[config.mk]
export PLATFORM = sky130hd
export DESIGN_NAME = xt_peripherals
export DESIGN_NICKNAME = d
export VERILOG_FILES = /design/src/verilog/xt_io_pkg.sv /design/src/verilog/bus_readback.sv /design/src/verilog/ems_mapper.sv /design/src/verilog/io_port_decoder.sv /design/src/verilog/xt_peripherals.sv
export SDC_FILE = /design/constraint.sdc
export NUM_CORES = 1
export LEC_CHECK = 0
export ABC_AREA = 1
export BUFFER_PORTS_ARGS = -buffer_cell sky130_fd_sc_hd__buf_4
export CAP_MARGIN = 10
export CORE_ASPECT_RATIO = 0.75
export CORE_MARGIN = 5
export CORE_UTILIZATION = 55
export CTS_CLUSTER_SIZE = 8
export DETAILED_ROUTE_END_ITERATION = 10
export HOLD_SLACK_MARGIN = 0.12
export PLACE_DENSITY = 0.86
export SYNTH_ARGS = -nofsm -noshare
export SYNTH_HDL_FRONTEND = slang
export SYNTH_SLANG_ARGS = --single-unit
[constraint.sdc]
create_clock -name clock -period 2.6 [get_ports clock]
set_clock_uncertainty 0.15 [all_clocks]
set_input_delay 0 -clock clock [delete_from_list [all_inputs] [get_ports clock]]
set_output_delay 0 -clock clock [all_outputs]
set_load 0.005 [all_outputs]
[src/verilog/xt_io_pkg.sv]
/*
 * XT peripheral I/O glue shared definitions
 * Bus widths, EMS mapper types and port decoding constants
 */
package xt_io_pkg;

    // Bus
    typedef logic [19:0] addr_t;
    typedef logic [7:0]  data_t;

    // EMS mapper
    typedef logic [1:0] ems_slot_t;
    typedef logic [6:0] ems_page_t;
    typedef logic [1:0] ems_frame_t;

    localparam int EMS_SLOTS = 4;
    localparam int IO_BLOCKS = 8;

    // Page register write values
    localparam data_t EMS_DISABLE_CODE = 8'hFF;
    localparam data_t EMS_ENABLE_LIMIT = 8'h80;

    // Read-back of a slot that is switched off
    localparam data_t EMS_EMPTY_READ = 8'hFF;

    // Upper address nibble of each page frame
    localparam logic [3:0] FRAME_A_NIBBLE = 4'hA;
    localparam logic [3:0] FRAME_C_NIBBLE = 4'hC;
    localparam logic [3:0] FRAME_D_NIBBLE = 4'hD;

    // Printer data latch
    localparam data_t LPT_RESET_DATA = 8'hFF;

endpackage

[src/verilog/bus_readback.sv]
/*
 * Chipset read-back path
 * Keeps the printer data latch and registers the byte the chipset
 * drives onto the CPU data bus, with its driven flag
 */
`timescale 1ns/1ps

module bus_readback (
    input  logic                                            clock,
    input  logic                                            reset,
    input  xt_io_pkg::addr_t                                address_i,
    input  xt_io_pkg::data_t                                data_i,
    input  logic                                            io_read_n_i,
    input  logic                                            io_write_n_i,
    input  logic                                            ems_port_hit_i,
    input  logic                                            lpt_port_hit_i,
    input  xt_io_pkg::ems_page_t [xt_io_pkg::EMS_SLOTS-1:0] slot_page_i,
    input  logic [xt_io_pkg::EMS_SLOTS-1:0]                 slot_enabled_i,
    output xt_io_pkg::data_t                                data_bus_out_o,
    output logic                                            data_bus_out_from_chipset_o
);

    // Printer data latch
    xt_io_pkg::data_t lpt_data;

    always_ff @(posedge clock, posedge reset) begin
        if (reset) begin
            lpt_data <= xt_io_pkg::LPT_RESET_DATA;
        end
        else if (lpt_port_hit_i && !io_write_n_i) begin
            lpt_data <= data_i;
        end
    end

    // EMS slot addressed by the current port
    xt_io_pkg::ems_slot_t read_slot;
    xt_io_pkg::data_t     ems_read_data;

    assign read_slot = address_i[1:0];

    always_comb begin
        if (slot_enabled_i[read_slot]) begin
            ems_read_data = {1'b0, slot_page_i[read_slot]};
        end
        else begin
            ems_read_data = xt_io_pkg::EMS_EMPTY_READ;
        end
    end

    // One cycle behind the sampled read
    always_ff @(posedge clock, posedge reset) begin
        if (reset) begin
            data_bus_out_from_chipset_o <= 1'b0;
            data_bus_out_o              <= '0;
        end
        else if (ems_port_hit_i && !io_read_n_i) begin
            data_bus_out_from_chipset_o <= 1'b1;
            data_bus_out_o              <= ems_read_data;
        end
        else if (lpt_port_hit_i && !io_read_n_i) begin
            data_bus_out_from_chipset_o <= 1'b1;
            data_bus_out_o              <= lpt_data;
        end
        else begin
            data_bus_out_from_chipset_o <= 1'b0;
            data_bus_out_o              <= '0;
        end
    end

endmodule

[src/verilog/ems_mapper.sv]
/*
 * EMS page mapper
 * Four page registers written through the I/O window, with a staged
 * write pipeline, and the memory window hits of the chosen page frame
 */
`timescale 1ns/1ps

module ems_mapper (
    input  logic                                            clock,
    input  logic                                            reset,
    input  xt_io_pkg::addr_t                                address_i,
    input  xt_io_pkg::data_t                                data_i,
    input  logic                                            io_write_n_i,
    input  logic                                            io_read_n_i,
    input  logic                                            ems_port_hit_i,
    input  xt_io_pkg::ems_frame_t                           ems_frame_i,
    output xt_io_pkg::ems_page_t [xt_io_pkg::EMS_SLOTS-1:0] slot_page_o,
    output logic [xt_io_pkg::EMS_SLOTS-1:0]                 slot_enabled_o,
    output logic [xt_io_pkg::EMS_SLOTS-1:0]                 ems_window_hit_o
);

    // Write decode
    logic write_strobe;
    logic write_disable;
    logic write_enable;

    assign write_strobe  = ems_port_hit_i & ~io_write_n_i;
    assign write_disable = (data_i == xt_io_pkg::EMS_DISABLE_CODE);
    assign write_enable  = (data_i < xt_io_pkg::EMS_ENABLE_LIMIT);

    // Stage 1 control
    logic stage_valid;

    always_ff @(posedge clock, posedge reset) begin
        if (reset) begin
            stage_valid <= 1'b0;
        end
        else begin
            // Values between 80h and FEh never reach the commit stage
            stage_valid <= write_strobe & (write_disable | write_enable);
        end
    end

    // Stage 1 payload
    xt_io_pkg::ems_slot_t stage_slot;
    xt_io_pkg::ems_page_t stage_page;
    logic                 stage_enable;

    always_ff @(posedge clock) begin
        stage_slot   <= address_i[1:0];
        stage_enable <= write_enable;
        // FFh leaves 7Fh in the low bits, the page of a disabled slot
        stage_page   <= data_i[6:0];
    end

    // Stage 2, the page registers themselves
    xt_io_pkg::ems_page_t [xt_io_pkg::EMS_SLOTS-1:0] slot_page_q;
    logic [xt_io_pkg::EMS_SLOTS-1:0]                 slot_enabled_q;

    always_ff @(posedge clock, posedge reset) begin
        if (reset) begin
            slot_page_q    <= '0;
            slot_enabled_q <= '0;
        end
        else if (stage_valid) begin
            slot_page_q[stage_slot]    <= stage_page;
            slot_enabled_q[stage_slot] <= stage_enable;
        end
    end

    assign slot_page_o    = slot_page_q;
    assign slot_enabled_o = slot_enabled_q;

    // Page frame segment
    logic [3:0] frame_nibble;

    always_comb begin
        case (ems_frame_i)
            2'd0:    frame_nibble = xt_io_pkg::FRAME_A_NIBBLE;
            2'd1:    frame_nibble = xt_io_pkg::FRAME_C_NIBBLE;
            default: frame_nibble = xt_io_pkg::FRAME_D_NIBBLE;
        endcase
    end

    // Each slot covers 16 KB of the 64 KB frame
    logic io_strobe;

    assign io_strobe = ~io_read_n_i | ~io_write_n_i;

    always_comb begin
        for (int k = 0; k < xt_io_pkg::EMS_SLOTS; k++) begin
            ems_window_hit_o[k] = ~io_strobe & slot_enabled_q[k] &
                (address_i[19:14] == {frame_nibble, xt_io_pkg::ems_slot_t'(k)});
        end
    end

endmodule

[src/verilog/io_port_decoder.sv]
/*
 * I/O port decoder
 * Turns the CPU address and strobes into 32-byte block selects
 * and the EMS and printer port hits
 */
`timescale 1ns/1ps

module io_port_decoder #(
    parameter logic [15:0] ems_port_base = 16'h0260,
    parameter logic [15:0] lpt_port_base = 16'h0378
) (
    input  xt_io_pkg::addr_t                   address_i,
    input  logic                               io_read_n_i,
    input  logic                               io_write_n_i,
    input  logic                               address_enable_n_i,
    input  logic                               ems_enabled_i,
    output logic [xt_io_pkg::IO_BLOCKS-1:0]    io_block_select_n_o,
    output logic                               ems_port_hit_o,
    output logic                               lpt_port_hit_o
);

    logic       cycle_valid;
    logic       io_strobe;
    logic       io_cycle;
    logic       low_page;
    logic [2:0] block_index;

    assign cycle_valid = ~address_enable_n_i;
    assign io_strobe   = ~io_read_n_i | ~io_write_n_i;
    assign io_cycle    = cycle_valid & io_strobe;

    // Only ports 000h-0FFh are split into blocks
    assign low_page    = (address_i[9:8] == 2'b00);
    assign block_index = address_i[7:5];

    always_comb begin
        io_block_select_n_o = '1;
        if (io_cycle && low_page) begin
            case (block_index)
                3'd0:    io_block_select_n_o = 8'b1111_1110;
                3'd1:    io_block_select_n_o = 8'b1111_1101;
                3'd2:    io_block_select_n_o = 8'b1111_1011;
                3'd3:    io_block_select_n_o = 8'b1111_0111;
                3'd4:    io_block_select_n_o = 8'b1110_1111;
                3'd5:    io_block_select_n_o = 8'b1101_1111;
                3'd6:    io_block_select_n_o = 8'b1011_1111;
                3'd7:    io_block_select_n_o = 8'b0111_1111;
                default: io_block_select_n_o = '1;
            endcase
        end
    end

    // EMS page registers sit in a window of four ports
    logic ems_window_match;

    assign ems_window_match = (address_i[15:2] == ems_port_base[15:2]);
    assign ems_port_hit_o   = io_cycle & ems_enabled_i & ems_window_match;

    // Printer data port only, the status and control ports are not decoded
    logic lpt_data_match;

    assign lpt_data_match = (address_i[15:0] == lpt_port_base);
    assign lpt_port_hit_o = io_cycle & lpt_data_match;

endmodule

[src/verilog/xt_peripherals.sv]
/*
 * XT peripheral I/O glue, top level
 * Port decoder, EMS page mapper and chipset read-back path
 */
`timescale 1ns/1ps

module xt_peripherals #(
    parameter logic [15:0] ems_port_base = 16'h0260,
    parameter logic [15:0] lpt_port_base = 16'h0378
) (
    input  logic                               clock,
    input  logic                               reset,
    input  xt_io_pkg::addr_t                   address_i,
    input  xt_io_pkg::data_t                   data_i,
    input  logic                               io_read_n_i,
    input  logic                               io_write_n_i,
    // Part of the bus, nothing here answers memory reads
    input  logic                               memory_read_n_i,
    input  logic                               address_enable_n_i,
    input  logic                               ems_enabled_i,
    input  xt_io_pkg::ems_frame_t              ems_frame_i,
    output logic [xt_io_pkg::IO_BLOCKS-1:0]    io_block_select_n_o,
    output logic [xt_io_pkg::EMS_SLOTS-1:0]    ems_window_hit_o,
    output xt_io_pkg::data_t                   data_bus_out_o,
    output logic                               data_bus_out_from_chipset_o
);

    logic                                            ems_port_hit;
    logic                                            lpt_port_hit;
    xt_io_pkg::ems_page_t [xt_io_pkg::EMS_SLOTS-1:0] slot_page;
    logic [xt_io_pkg::EMS_SLOTS-1:0]                 slot_enabled;

    io_port_decoder #(
        .ems_port_base          (ems_port_base),
        .lpt_port_base          (lpt_port_base)
    ) u_io_port_decoder (
        .address_i              (address_i),
        .io_read_n_i            (io_read_n_i),
        .io_write_n_i           (io_write_n_i),
        .address_enable_n_i     (address_enable_n_i),
        .ems_enabled_i          (ems_enabled_i),
        .io_block_select_n_o    (io_block_select_n_o),
        .ems_port_hit_o         (ems_port_hit),
        .lpt_port_hit_o         (lpt_port_hit)
    );

    ems_mapper u_ems_mapper (
        .clock                  (clock),
        .reset                  (reset),
        .address_i              (address_i),
        .data_i                 (data_i),
        .io_write_n_i           (io_write_n_i),
        .io_read_n_i            (io_read_n_i),
        .ems_port_hit_i         (ems_port_hit),
        .ems_frame_i            (ems_frame_i),
        .slot_page_o            (slot_page),
        .slot_enabled_o         (slot_enabled),
        .ems_window_hit_o       (ems_window_hit_o)
    );

    bus_readback u_bus_readback (
        .clock                          (clock),
        .reset                          (reset),
        .address_i                      (address_i),
        .data_i                         (data_i),
        .io_read_n_i                    (io_read_n_i),
        .io_write_n_i                   (io_write_n_i),
        .ems_port_hit_i                 (ems_port_hit),
        .lpt_port_hit_i                 (lpt_port_hit),
        .slot_page_i                    (slot_page),
        .slot_enabled_i                 (slot_enabled),
        .data_bus_out_o                 (data_bus_out_o),
        .data_bus_out_from_chipset_o    (data_bus_out_from_chipset_o)
    );

endmodule

==> load_flow_metrics.sql, run 1 <==
INSERT INTO impl_metrics (metric_group, metric, value, unit) VALUES
('timing', 'setup-tns-final', '0', 'ns'),
('clock_tree', 'clkLatencyLatePin', '0.34', 'ns'),
('pwr', 'power_density', '506', 'nW/µm²'),
('run', 'count_of_maximum_capacitance_violations', '0', ''),
('worst_setup_path', 'critical_path_class', 'in2reg', ''),
('global_routing', 'grt_max_degree', '51', ''),
('worst_setup_path', 'r2r_cells', '6', ''),
('worst_setup_path', 'rr_endpoint', 'u_bus_readback.data_bus_out_o[3]$_DFF_PP0_', ''),
('timing', 'timing.final.hold_violations', '0', ''),
('pwr', 'peakVddDrop', '448', 'µV'),
('synth', 'synthesis.yosys.warnings', '0', ''),
('timing', 'maxSlewHeadroom', '32.6', '%'),
('worst_setup_path', 'timing.critical_path.to_type', 'flip-flop', ''),
('timing', 'setup_viol', '0', ''),
('clock_tree', 'numClockSinks', '60', ''),
('worst_setup_path', 'critPathRequiredTime', '2.72', 'ns'),
('finish', 'syn2layout_area_growth', '33.8', '%'),
('min_path', 'holdCritPathClass', 'in2reg', ''),
('pwr', 'seq_power_share', '48.7', '%'),
('floorplan', 'floorplan.io_pins', '58', ''),
('global_routing', 'grt_antenna_before_repair', '0', ''),
('synth', 'synth_seq_area_share', '51.0', '%'),
('global_routing', 'grt_overflow', '0', ''),
('synth', 'netlist-cell-type-count', '24', ''),
('clock_tree', 'postCtsSetupBuffers', '0', ''),
('synth', 'synthesis.area_per_instance', '7.56', 'µm²'),
('worst_setup_path', 'worstSetupStartpointType', 'input pin', ''),
('synth', 'synth_ff_type', 'sky130_fd_sc_hd__dfrtp_1', ''),
('clock_tree', 'cts_tree', 'done', ''),
('detailed_routing', 'routed-via-count', '2844', ''),
('synth', 'count_of_flip_flops_with_a_built_in_enable_after_synthesis', '0', ''),
('synth', 'netlist_instances', '379', ''),
('detailed_routing', 'number_of_design_rule_violations_left_by_the_first_detailed_router_iteration', '281', ''),
('pwr', 'combinational_share_of_power', '9.1', '%'),
('worst_setup_path', 'ff2ff_setup_slack', '0.59', 'ns'),
('placement', 'io_buffers', '56', ''),
('floorplan', 'die_height', '72.5', 'µm'),
('worst_setup_path', 'worst_setup_path_endpoint', 'u_bus_readback.data_bus_out_o[3]$_DFF_PP0_', ''),
('floorplan', 'core_area', '4980', 'µm²'),
('finish', 'drive_gt1_share', '20.3', '%'),
('clock_tree', 'clock_tree.htree_level_count', '3', ''),
('floorplan', 'die_w', '93.3', 'µm'),
('finish', 'most_common_library_cell_in_the_layout_ignoring_fill_and_taps', 'sky130_fd_sc_hd__nand2_1', ''),
('global_routing', 'global_route_wire_length_before_repair', '13400', 'µm'),
('global_routing', 'vias_in_the_first_global_route', '2882', ''),
('timing', 'finalWorstPathRequiredPeriod', '2.42', 'ns'),
('detailed_routing', 'ant_nets', '0', ''),
('outcome', 'outcome', 'finished, final reports clean', ''),
('placement', 'gp_congestion', '0.806', ''),
('floorplan', 'floorplan.initialDensity', '57.5', '%'),
('timing', 'max_freq', '413', 'MHz'),
('finish', 'design.final.nets', '504', ''),
('finish', 'layout.cells.most_common_list', '144 x sky130_fd_sc_hd__nand2_1, 56 x sky130_fd_sc_hd__buf_4, 42 x sky130_fd_sc_hd__nor2_1, 42 x sky130_fd_sc_hd__dfrtp_1, 41 x sky130_fd_sc_hd__inv_1', ''),
('worst_setup_path', 'data_arrival_time_of_the_critical_path', '2.54', 'ns'),
('detailed_routing', 'drc', '0', ''),
('clock_tree', 'cts_max_path_buffers', '2', ''),
('floorplan', 'placementRows', '22', ''),
('worst_setup_path', 'worst_setup_path_startpoint', 'address_i[2]', ''),
('timing', 'worst-slew-pin-transition', '1.01', 'ns'),
('pwr', 'internal_power', '1.50', 'mW'),
('synth', 'async_flop_share', '83.3', '%'),
('pwr', 'switching_share', '22.8', '%'),
('worst_setup_path', 'critical_path_peak_fanout', '13', ''),
('finish', 'insertedDiodeCount', '0', ''),
('detailed_routing', 'via_density_per_instance', '5.23', ''),
('pwr', 'leakagePower', '1.94', 'nW'),
('clock_tree', 'cts-buffers-inserted', '9', ''),
('synth', 'synth.net_count', '416', ''),
('timing', 'rsz0062_at_grt', 'no', ''),
('pwr', 'power.clock.fraction', '42.1', '%'),
('finish', 'fill_cells', '353', '');
## per-stage QoR
step | hold WS, ns | utilization, % | worst slack (ns) | instances | cell area [µm²]
after floorplan | -0.122 | - | 1.26 | 379 | 2860
after global placement | -0.0279 | 66.8 | 1.14 | 498 | 3330
after detailed placement | -0.0262 | 66.8 | 1.13 | 498 | 3330
after CTS | 0.124 | 76.9 | 0.0316 | 544 | 3830
after global routing | 0.176 | 76.9 | 0.0602 | 544 | 3830
final | 0.164 | 76.9 | 0.178 | 544 | 3830
## worst min path at each step
stage	startpoint	slack [ns]	end	depth (start not counted)
global placement	data_i[0]	-0.03	u_ems_mapper.stage_page[0]$_DFF_P_	1
floorplan	data_i[0]	-0.12	u_ems_mapper.stage_page[0]$_DFF_P_	0
CTS	address_i[10]	0.12	u_bus_readback.data_bus_out_o[6]$_DFF_PP0_	9
finish	address_i[6]	0.16	u_bus_readback.data_bus_out_o[0]$_DFF_PP0_	8
global route	data_i[5]	0.18	u_ems_mapper.stage_page[5]$_DFF_P_	2
detailed placement	data_i[0]	-0.03	u_ems_mapper.stage_page[0]$_DFF_P_	1
## cell families after synthesis
group           after synthesis  synth area share (%)
flops                        60                  51.0
buf+inv                      55                  7.60
simple gates                229                  35.3
compound gates               35                  6.12
## power groups by stage
| stage | Sequential [mW] | Clock (mW) | Combinational [mW] |
|---|---|---|---|
| 5_1_grt | 0.944 | 0.869 | 0.194 |
| 3_5_place_dp | 0.961 | 0 | 0.145 |
| 2_1_floorplan | 0.960 | 0 | 0.0722 |
| 3_3_place_gp | 0.960 | 0 | 0.140 |
| 6_report | 0.944 | 0.817 | 0.177 |
| 4_1_cts | 0.944 | 0.829 | 0.173 |
## worst max-delay path, stage by stage
cell                            delay [ns]
sky130_fd_sc_hd__dlygate4sd3_1        0.56
sky130_fd_sc_hd__buf_4                0.14
sky130_fd_sc_hd__nor2_1               0.09
sky130_fd_sc_hd__dlygate4sd3_1        0.58
sky130_fd_sc_hd__nand4_2              0.17
sky130_fd_sc_hd__nor2_8               0.25
sky130_fd_sc_hd__nand3_1              0.10
sky130_fd_sc_hd__dlygate4sd3_1        0.57
sky130_fd_sc_hd__nand2_1              0.08
## final cells by class
type                    count  area (µm²)  share of cell area, %
well taps                  72        90.1                   2.35
repair buffers             86         723                   18.9
inverters                  46         173                   4.51
clock buffers              16         200                   5.22
flip-flops and latches     60        1460                   38.1
multi-input cells         264        1180                   30.9
## repair_timing
action	4_1_cts	5_1_grt
endpoints found under the setup margin	0	6
resized for setup	0	1
endpoints found under the hold margin	70	0
hold buffers	30	0
## layer usage
| metal | global-route usage, % | routed length (µm) | vias to the layer above | share of wire, % |
|---|---|---|---|---|
| met5 | 0 | 0 | - | 0 |
| met4 | 11.7 | 189 | 0 | 2.3 |
| met3 | 7.98 | 719 | 27 | 8.9 |
| met2 | 44.7 | 3960 | 133 | 49 |
| met1 | 28.4 | 3220 | 1336 | 40 |
| li1 | - | - | 1348 | - |
## registers in the layout (all words and copies together), names as in the netlist
signal                                      flops
u_ems_mapper.slot_enabled_o                     4
u_ems_mapper.stage_enable                       1
u_ems_mapper.stage_valid                        1
u_ems_mapper.stage_slot                         2
u_bus_readback.lpt_data                         8
u_bus_readback.data_bus_out_from_chipset_o      1
u_bus_readback.data_bus_out_o                   8
u_ems_mapper.slot_page_o                       28
u_ems_mapper.stage_page                         7
## cells in the mapped netlist (2+ instances only)
cell	n	share of area (%)
sky130_fd_sc_hd__nand3_1	18	3.1
sky130_fd_sc_hd__nand4_1	10	2.2
sky130_fd_sc_hd__or2_2	2	0.44
sky130_fd_sc_hd__o21ai_0	34	5.9
sky130_fd_sc_hd__buf_2	3	0.52
sky130_fd_sc_hd__inv_1	42	5.5
sky130_fd_sc_hd__nor2_4	2	0.79
sky130_fd_sc_hd__nand4_2	2	0.87
sky130_fd_sc_hd__dfstp_2	8	7.3
sky130_fd_sc_hd__nand2_1	144	19
sky130_fd_sc_hd__dfrtp_1	42	37
sky130_fd_sc_hd__nor2_2	4	0.87
sky130_fd_sc_hd__clkbuf_1	4	0.52
sky130_fd_sc_hd__inv_2	3	0.39
sky130_fd_sc_hd__nor2_1	42	5.5
sky130_fd_sc_hd__dfxtp_1	10	7.0
sky130_fd_sc_hd__nor2_8	2	1.4
Power figures use the tool's default switching activity.
==> run 2, diff against run 1 <==
--- a/config.mk
+++ b/config.mk
@@ -15,6 +15,7 @@
 export DETAILED_ROUTE_END_ITERATION = 10
 export HOLD_SLACK_MARGIN = 0.12
 export PLACE_DENSITY = 0.86
+export REMOVE_ABC_BUFFERS = 1
 export SYNTH_ARGS = -nofsm -noshare
 export SYNTH_HDL_FRONTEND = slang
 export SYNTH_SLANG_ARGS = --single-unit
==> run 2 against run 1 <==
Net effect:
- first-iteration DRC count up 31%
- via count up 1.5%
- fmax down 2.1%
- combinational power about the same
- register-to-register slack worse by 0.03 ns
- non-clock buffer count down 1
- worst setup slack worse by 0.051 ns
- final cell count unchanged
- total power up 17%
- hold slack better by 0.0039 ns
- final area up 1.7%
- global-route usage up 0.60 points
- largest power group is now the clock network
==> load_flow_metrics.sql, run 2 (synthesis results as in run 1) <==
INSERT INTO impl_metrics (metric_group, metric, value, unit) VALUES
('worst_setup_path', 'critical_path_class', 'in2reg', ''),
('worst_setup_path', 'critPathRequiredTime', '2.74', 'ns'),
('timing', 'finalWorstPathRequiredPeriod', '2.47', 'ns'),
('timing', 'max_freq', '404', 'MHz'),
('detailed_routing', 'drc', '0', ''),
('min_path', 'min_delay_path_depth', '2', ''),
('floorplan', 'floorplan.io_pins', '58', ''),
('pwr', 'peakVddDrop', '569', 'µV'),
('worst_setup_path', 'r2r_cells', '6', ''),
('floorplan', 'core_area', '4980', 'µm²'),
('clock_tree', 'clock_root_buffer', 'sky130_fd_sc_hd__clkbuf_8', ''),
('finish', 'drive_gt1_share', '20.8', '%'),
('global_routing', 'grt_antenna_before_repair', '0', ''),
('worst_setup_path', 'worstSetupStartpointType', 'input pin', ''),
('global_routing', 'global_route_wire_length_before_repair', '13200', 'µm'),
('detailed_routing', 'totalWireLength', '8490', 'µm'),
('clock_tree', 'postCtsSetupBuffers', '0', ''),
('finish', 'largest_register_ff_count', '28', ''),
('timing', 'final_max_slew_viol_count', '0', ''),
('finish', 'layout.cells.most_common_list', '144 x sky130_fd_sc_hd__nand2_1, 56 x sky130_fd_sc_hd__buf_4, 42 x sky130_fd_sc_hd__nor2_1, 42 x sky130_fd_sc_hd__dfrtp_1, 41 x sky130_fd_sc_hd__inv_1', ''),
('timing', 'hold_slack', '0.168', 'ns'),
('finish', 'most_common_library_cell_in_the_layout_ignoring_fill_and_taps', 'sky130_fd_sc_hd__nand2_1', ''),
('floorplan', 'placementRows', '22', ''),
('detailed_routing', 'via_density_per_instance', '5.31', ''),
('finish', 'fill_cells', '324', ''),
('global_routing', 'vias_in_the_first_global_route', '2763', ''),
('pwr', 'leakagePower', '1.96', 'nW'),
('placement', 'dp.final_hpwl', '5040', 'µm'),
('worst_setup_path', 'data_arrival_time_of_the_critical_path', '2.61', 'ns'),
('detailed_routing', 'ant_nets', '0', ''),
('run', 'count_of_maximum_capacitance_violations', '0', ''),
('global_routing', 'grt.total_usage', '26.1', '%'),
('timing', 'worst-slew-pin-transition', '1.01', 'ns'),
('clock_tree', 'cts_max_path_buffers', '2', ''),
('detailed_routing', 'number_of_design_rule_violations_left_by_the_first_detailed_router_iteration', '368', ''),
('floorplan', 'die_w', '93.3', 'µm'),
('timing', 'setup_viol', '0', ''),
('floorplan', 'die_height', '72.5', 'µm'),
('floorplan', 'floorplan.initialDensity', '57.5', '%'),
('pwr', 'design_power_total', '2.26', 'mW'),
('floorplan', 'die_area', '6770', 'µm²'),
('clock_tree', 'cts-buffers-inserted', '9', ''),
('finish', 'combined_area_of_the_multi_input_logic_cells', '1180', 'µm²'),
('detailed_routing', 'drt-pass1-iter-count', '5', ''),
('worst_setup_path', 'critical_path_peak_fanout', '15', ''),
('timing', 'tcrit_tclk_final', '95.1', '%'),
('finish', 'syn2layout_area_growth', '36.1', '%'),
('outcome', 'outcome', 'finished, final reports clean', ''),
('placement', 'io_buffers', '56', ''),
('min_path', 'holdCritPathClass', 'in2reg', ''),
('finish', 'finish.utilization', '78.2', '%'),
('pwr', 'power_density', '580', 'nW/µm²'),
('clock_tree', 'clkLatencyLatePin', '0.35', 'ns'),
('global_routing', 'grt_max_degree', '51', ''),
('timing', 'setup-tns-final', '0', 'ns'),
('finish', 'design.final.nets', '503', ''),
('clock_tree', 'clock_tree.htree_level_count', '3', ''),
('clock_tree', 'cts_tree', 'done', ''),
('global_routing', 'grt_overflow', '0', ''),
('clock_tree', 'clk_pin_slew_worst_paths', '0.07', 'ns'),
('placement', 'gp_congestion', '0.844', ''),
('clock_tree', 'numClockSinks', '60', ''),
('finish', 'register_area', '1460', 'µm²'),
('timing', 'setup_ws_post_layout', '0.127', 'ns'),
('worst_setup_path', 'timing.critical_path.to_type', 'flip-flop', ''),
('timing', 'maxSlewHeadroom', '32.7', '%'),
('timing', 'rsz0062_at_grt', 'no', ''),
('detailed_routing', 'routed-via-count', '2888', ''),
('placement', 'place_ws', '0.933', 'ns'),
('timing', 'timing.final.hold_violations', '0', ''),
('detailed_routing', 'detail_route.wl_per_cell', '15.6', 'µm');
## run 2: cell type report
| type | count | share of cell area (%) |
|---|---|---|
| Sequential cell | 60 | 37.5 |
| Multi-Input combinational cell | 264 | 30.4 |
| Timing Repair Buffer | 85 | 18.3 |
| Inverter | 46 | 4.43 |
| Clock buffer | 10 | 3.53 |
| Clock inverter | 6 | 3.47 |
| Tap cell | 72 | 2.31 |
| Antenna cell | 1 | 0.0642 |
## run 2: metal layers
metal	part of all wire, %	global-route usage, %	up-vias
met2	49	42.7	167
li1	-	-	1347
met1	38	30.1	1333
met5	0	3.79	-
met3	9.5	9.43	41
met4	3.1	12.8	0
## run 2: worst max-delay path, cell delays in order
cell and delay (ns):
sky130_fd_sc_hd__dlygate4sd3_1 0.55, sky130_fd_sc_hd__buf_4 0.16, sky130_fd_sc_hd__inv_1 0.41, sky130_fd_sc_hd__nand3_1 0.52
sky130_fd_sc_hd__nand4_1 0.24, sky130_fd_sc_hd__nand3_1 0.09, sky130_fd_sc_hd__dlygate4sd3_1 0.57, sky130_fd_sc_hd__nand2_1 0.07
## run 2: worst paths after layout
kind / start / endpoint / slack, ns
worst min register to register: u_bus_readback.lpt_data[3]$_DFFE_PP1P_ / u_bus_readback.lpt_data[3]$_DFFE_PP1P_ / 0.32
max in group asynchronous: reset / u_ems_mapper.slot_page_o[20]$_DFFE_PP0P_ / 1.35
worst min-delay path: data_i[6] / u_ems_mapper.stage_page[6]$_DFF_P_ / 0.17
min in group asynchronous: reset / u_ems_mapper.slot_page_o[25]$_DFFE_PP0P_ / 0.31
worst max register to register: u_ems_mapper.slot_enabled_o[0]$_DFFE_PP0P_ / u_bus_readback.data_bus_out_o[0]$_DFF_PP0_ / 0.56
worst max-delay path: address_i[1] / u_bus_readback.data_bus_out_o[0]$_DFF_PP0_ / 0.13
## run 2: stage by stage
step / std cells / cell area [µm²]
2_1_floorplan: 370 / 2820
3_3_place_gp: 498 / 3330
3_5_place_dp: 498 / 3330
4_1_cts: 543 / 3890
5_1_grt: 543 / 3890
6_report: 544 / 3900
## run 2: power breakdown
group	internal, mW	total [mW]	leakage [nW]	switching, mW
Sequential	0.940	0.943	0.754	0.00345
Clock	0.759	1.14	0.129	0.377
Combinational	0.0765	0.179	1.08	0.102
## run 2: what timing repair did
action	4_1_cts	5_1_grt
hold buffers	29	0
resized for setup	0	1
endpoints found under the hold margin	70	0
endpoints found under the setup margin	0	6
==> run 3, diff against run 2 <==
--- a/config.mk
+++ b/config.mk
@@ -5,7 +5,6 @@
 export SDC_FILE = /design/constraint.sdc
 export NUM_CORES = 1
 export LEC_CHECK = 0
-export ABC_AREA = 1
 export BUFFER_PORTS_ARGS = -buffer_cell sky130_fd_sc_hd__buf_4
 export CAP_MARGIN = 10
 export CORE_ASPECT_RATIO = 0.75
@@ -14,7 +13,7 @@
 export CTS_CLUSTER_SIZE = 8
 export DETAILED_ROUTE_END_ITERATION = 10
 export HOLD_SLACK_MARGIN = 0.12
-export PLACE_DENSITY = 0.86
+export PLACE_DENSITY = 0.87
 export REMOVE_ABC_BUFFERS = 1
 export SYNTH_ARGS = -nofsm -noshare
 export SYNTH_HDL_FRONTEND = slang
==> run 3 against run 2 <==
Net effect:
- critical path depth is 2 lower
- global-route usage is 4.3 points lower
- via count is 36% lower
- hold slack worse by 0.014 ns
- largest power group unchanged
==> load_flow_metrics.sql, run 3 <==
INSERT INTO impl_metrics (metric_group, metric, value, unit) VALUES
('outcome', 'outcome', 'finished, final reports clean', ''),
('clock_tree', 'clock_tree.htree_level_count', '3', ''),
('clock_tree', 'numClockSinks', '60', ''),
('floorplan', 'die_area', '6160', 'µm²'),
('worst_setup_path', 'critPathRequiredTime', '2.71', 'ns'),
('clock_tree', 'clkLatencyLatePin', '0.33', 'ns'),
('detailed_routing', 'detail_route.wl_per_cell', '18.8', 'µm'),
('timing', 'timing.final.hold_violations', '0', ''),
('worst_setup_path', 'timing.critical_path.to_type', 'flip-flop', ''),
('finish', 'combined_area_of_the_multi_input_logic_cells', '1090', 'µm²'),
('floorplan', 'core_area', '4490', 'µm²'),
('placement', 'post-place-cells', '294', ''),
('detailed_routing', 'totalWireLength', '6240', 'µm'),
('synth', 'most_instantiated_library_cell_after_synthesis', 'sky130_fd_sc_hd__dfrtp_1', ''),
('min_path', 'worst_hold_path.endpoint', 'io_block_select_n_o[0]', ''),
('pwr', 'combinational_share_of_power', '5.7', '%'),
('detailed_routing', 'drc', '0', ''),
('min_path', 'min_delay_path_depth', '4', ''),
('run', 'count_of_maximum_capacitance_violations', '0', ''),
('timing', 'setup_viol', '0', ''),
('pwr', 'p_switching', '416', 'µW'),
('placement', 'gp_congestion', '0.736', ''),
('worst_setup_path', 'worstSetupStartpointType', 'input pin', ''),
('finish', 'final_cell_count_no_fill', '332', ''),
('worst_setup_path', 'cp_top_family', 'buffers and inverters', ''),
('finish', 'drive_gt1_share', '48.0', '%'),
('finish', 'fill_cells', '273', ''),
('finish', 'most_common_library_cell_in_the_layout_ignoring_fill_and_taps', 'sky130_fd_sc_hd__buf_4', ''),
('synth', 'netlist_instances', '182', ''),
('clock_tree', 'cts-buffers-inserted', '9', ''),
('floorplan', 'die_w', '89.0', 'µm'),
('floorplan', 'placementRows', '21', ''),
('pwr', 'internal_power', '1.69', 'mW'),
('finish', 'register_area', '1460', 'µm²'),
('clock_tree', 'cts_tree', 'done', ''),
('min_path', 'min_from', 'address_i[6]', ''),
('clock_tree', 'clk_pin_slew_worst_paths', '0.06', 'ns'),
('pwr', 'switching_share', '19.7', '%'),
('worst_setup_path', 'data_arrival_time_of_the_critical_path', '2.64', 'ns'),
('worst_setup_path', 'rr_endpoint', 'u_bus_readback.data_bus_out_o[7]$_DFF_PP0_', ''),
('finish', 'design.final.nets', '307', ''),
('timing', 'rsz0062_at_grt', 'no', ''),
('synth', 'postSynthRegisterBits', '60', ''),
('global_routing', 'global_route_wire_length_before_repair', '10100', 'µm'),
('detailed_routing', 'via_density_per_instance', '5.59', ''),
('detailed_routing', 'ant_nets', '0', ''),
('detailed_routing', 'routed-via-count', '1857', ''),
('timing', 'maxSlewHeadroom', '33.6', '%'),
('worst_setup_path', 'critical_path_peak_fanout', '5', ''),
('clock_tree', 'postCtsSetupBuffers', '0', ''),
('synth', 'synth.cell_area', '2570', 'µm²'),
('finish', 'layout.cells.most_common_list', '58 x sky130_fd_sc_hd__buf_4, 42 x sky130_fd_sc_hd__dfrtp_1, 32 x sky130_fd_sc_hd__mux2_2', ''),
('global_routing', 'grt.total_usage', '21.8', '%'),
('timing', 'worst-slew-pin-transition', '0.995', 'ns'),
('worst_setup_path', 'critical_path.n_buffers_inverters', '4', ''),
('pwr', 'peakVddDrop', '573', 'µV'),
('global_routing', 'grt_overflow', '0', ''),
('synth', 'synth_seq_area_share', '56.8', '%'),
('pwr', 'power.clock.fraction', '49.3', '%'),
('timing', 'setup-tns-final', '0', 'ns'),
('synth', 'synth_ff_type', 'sky130_fd_sc_hd__dfrtp_1', ''),
('global_routing', 'grt_max_degree', '51', ''),
('finish', 'largest_register_ff_count', '28', ''),
('worst_setup_path', 'critPathMaxStageDelay', '0.64', 'ns'),
('detailed_routing', 'drt-pass1-iter-count', '4', ''),
('synth', 'async_flop_share', '83.3', '%'),
('global_routing', 'grt_antenna_before_repair', '0', ''),
('timing', 'finalWorstPathRequiredPeriod', '2.52', 'ns'),
('detailed_routing', 'number_of_design_rule_violations_left_by_the_first_detailed_router_iteration', '106', ''),
('timing', 'hold_slack', '0.155', 'ns'),
('worst_setup_path', 'ff2ff_setup_slack', '0.61', 'ns'),
('floorplan', 'floorplan.initialDensity', '57.3', '%'),
('global_routing', 'vias_in_the_first_global_route', '1917', ''),
('floorplan', 'floorplan.io_pins', '58', ''),
('worst_setup_path', 'slowest_stage_cell_crit_path', 'sky130_fd_sc_hd__or4_2', ''),
('synth', 'ys_top_cells_by_count', '42 x sky130_fd_sc_hd__dfrtp_1, 32 x sky130_fd_sc_hd__mux2_2, 11 x sky130_fd_sc_hd__nor2_1', ''),
('finish', 'insertedDiodeCount', '0', ''),
('timing', 'max_freq', '397', 'MHz'),
('pwr', 'seq_power_share', '45.0', '%'),
('synth', 'count_of_flip_flops_with_a_built_in_enable_after_synthesis', '0', ''),
('synth', 'netlist-cell-type-count', '40', ''),
('synth', 'synthesis.area_per_instance', '14.1', 'µm²'),
('worst_setup_path', 'critPathMostFrequentCell', 'sky130_fd_sc_hd__dlygate4sd3_1', ''),
('clock_tree', 'cts_max_path_buffers', '2', ''),
('placement', 'io_buffers', '56', ''),
('floorplan', 'die_height', '69.2', 'µm'),
('worst_setup_path', 'critical_path_class', 'in2reg', ''),
('timing', 'final_max_slew_viol_count', '0', ''),
('synth', 'yosys.area.top_type_share', '40.9', '%'),
('worst_setup_path', 'r2r_cells', '5', ''),
('pwr', 'leakagePower', '1.71', 'nW'),
('synth', 'yosysTopAreaCell', 'sky130_fd_sc_hd__dfrtp_1', ''),
('worst_setup_path', 'critical_path_cell_by_cell', 'dlygate4sd3_1 > buf_4 > or4_2 > dlygate4sd3_1 > a21oi_1 > dlygate4sd3_1', ''),
('placement', 'dp.final_hpwl', '4080', 'µm'),
('synth', 'synthesis.yosys.warnings', '0', ''),
('finish', 'syn2layout_area_growth', '37.8', '%'),
('timing', 'tcrit_tclk_final', '96.9', '%'),
('pwr', 'power_density', '595', 'nW/µm²'),
('synth', 'ys_top_cells_by_area', 'sky130_fd_sc_hd__dfrtp_1 41%, sky130_fd_sc_hd__mux2_2 14%, sky130_fd_sc_hd__dfstp_2 8.2%, sky130_fd_sc_hd__dfxtp_1 7.8%, sky130_fd_sc_hd__mux4_2 6.1%', ''),
('min_path', 'holdCritPathClass', 'in2out', ''),
('worst_setup_path', 'timing.rr.start', 'u_ems_mapper.slot_enabled_o[3]$_DFFE_PP0P_', ''),
('clock_tree', 'clock_root_buffer', 'sky130_fd_sc_hd__clkbuf_8', '');
-- run 3: worst reg2reg max path: stages (launching register included) --
cell	delay (ns)
sky130_fd_sc_hd__dfrtp_1	0.37
sky130_fd_sc_hd__mux2i_1	0.08
sky130_fd_sc_hd__mux2_1	0.44
sky130_fd_sc_hd__a2bb2oi_1	0.21
sky130_fd_sc_hd__nor2_1	0.06
sky130_fd_sc_hd__dlygate4sd3_1	0.55
-- run 3: layout make-up --
class                      count  share of cell area (%)
multi-input combinational    115                    30.8
timing repair buffer          80                    18.5
sequential                    60                    41.2
inverter                       4                   0.424
tap                           57                    2.01
clock inverter                 4                    2.68
clock buffer                  12                    4.38
-- run 3: what timing repair did --
| item | 4_1_cts | 5_1_grt |
|---|---|---|
| endpoints found under the hold margin | 70 | 0 |
| hold buffers | 22 | 0 |
| endpoints found under the setup margin | 0 | 1 |
| resized for setup | 0 | 2 |
-- run 3: cells by family after synthesis --
logic type | Yosys count | synth area share (%)
multiplexers | 50 | 25.8
AND/OR/NAND/NOR | 52 | 12.1
flip-flops | 60 | 56.8
AO/OA/AOI/OAI | 13 | 3.94
buffers and inverters | 7 | 1.36
-- run 3: how the worst max path moves through the flow --
| stage | start | endpoint | slack [ns] | cells after the start |
|---|---|---|---|---|
| 3_5_place_dp | address_i[2] | u_bus_readback.lpt_data[2]$_DFFE_PP1P_ | 0.41 | 5 |
| 4_1_cts | io_read_n_i | u_bus_readback.data_bus_out_from_chipset_o$_DFF_PP0_ | 0.07 | 8 |
| 3_3_place_gp | address_i[2] | u_bus_readback.lpt_data[5]$_DFFE_PP1P_ | 0.42 | 5 |
| 2_1_floorplan | address_i[2] | u_bus_readback.lpt_data[0]$_DFFE_PP1P_ | 0.63 | 4 |
| 6_report | io_read_n_i | u_bus_readback.data_bus_out_from_chipset_o$_DFF_PP0_ | 0.08 | 6 |
| 5_1_grt | io_read_n_i | u_bus_readback.data_bus_out_from_chipset_o$_DFF_PP0_ | 0.02 | 6 |
-- run 3: per-stage QoR --
stage,setup WS [ns],util (%),instance area [µm²],power [mW]
after floorplan,0.630,-,2550,0.994
after global placement,0.425,68.1,3060,1.06
after detailed placement,0.407,68.1,3060,1.06
after CTS,0.0658,78.6,3530,2.11
after global routing,0.0182,78.9,3540,2.18
final,0.0796,78.9,3540,2.11
-- run 3: per-layer routing --
layer | vias to the layer above | global-route usage (%) | share of wire, %
met1 | 943 | 28.2 | 42
met4 | 0 | 5.12 | 0.56
met5 | - | 0 | 0
met3 | 4 | 6.53 | 4.7
li1 | 859 | - | -
met2 | 51 | 35.9 | 53
-- run 3: power by group through the flow --
stage	clock, mW	sequential (mW)	combinational, mW
floorplan	0	0.963	0.0314
CTS	1.05	0.948	0.118
global placement	0	0.965	0.0958
detailed placement	0	0.965	0.0981
finish	1.04	0.948	0.121
global route	1.10	0.949	0.132
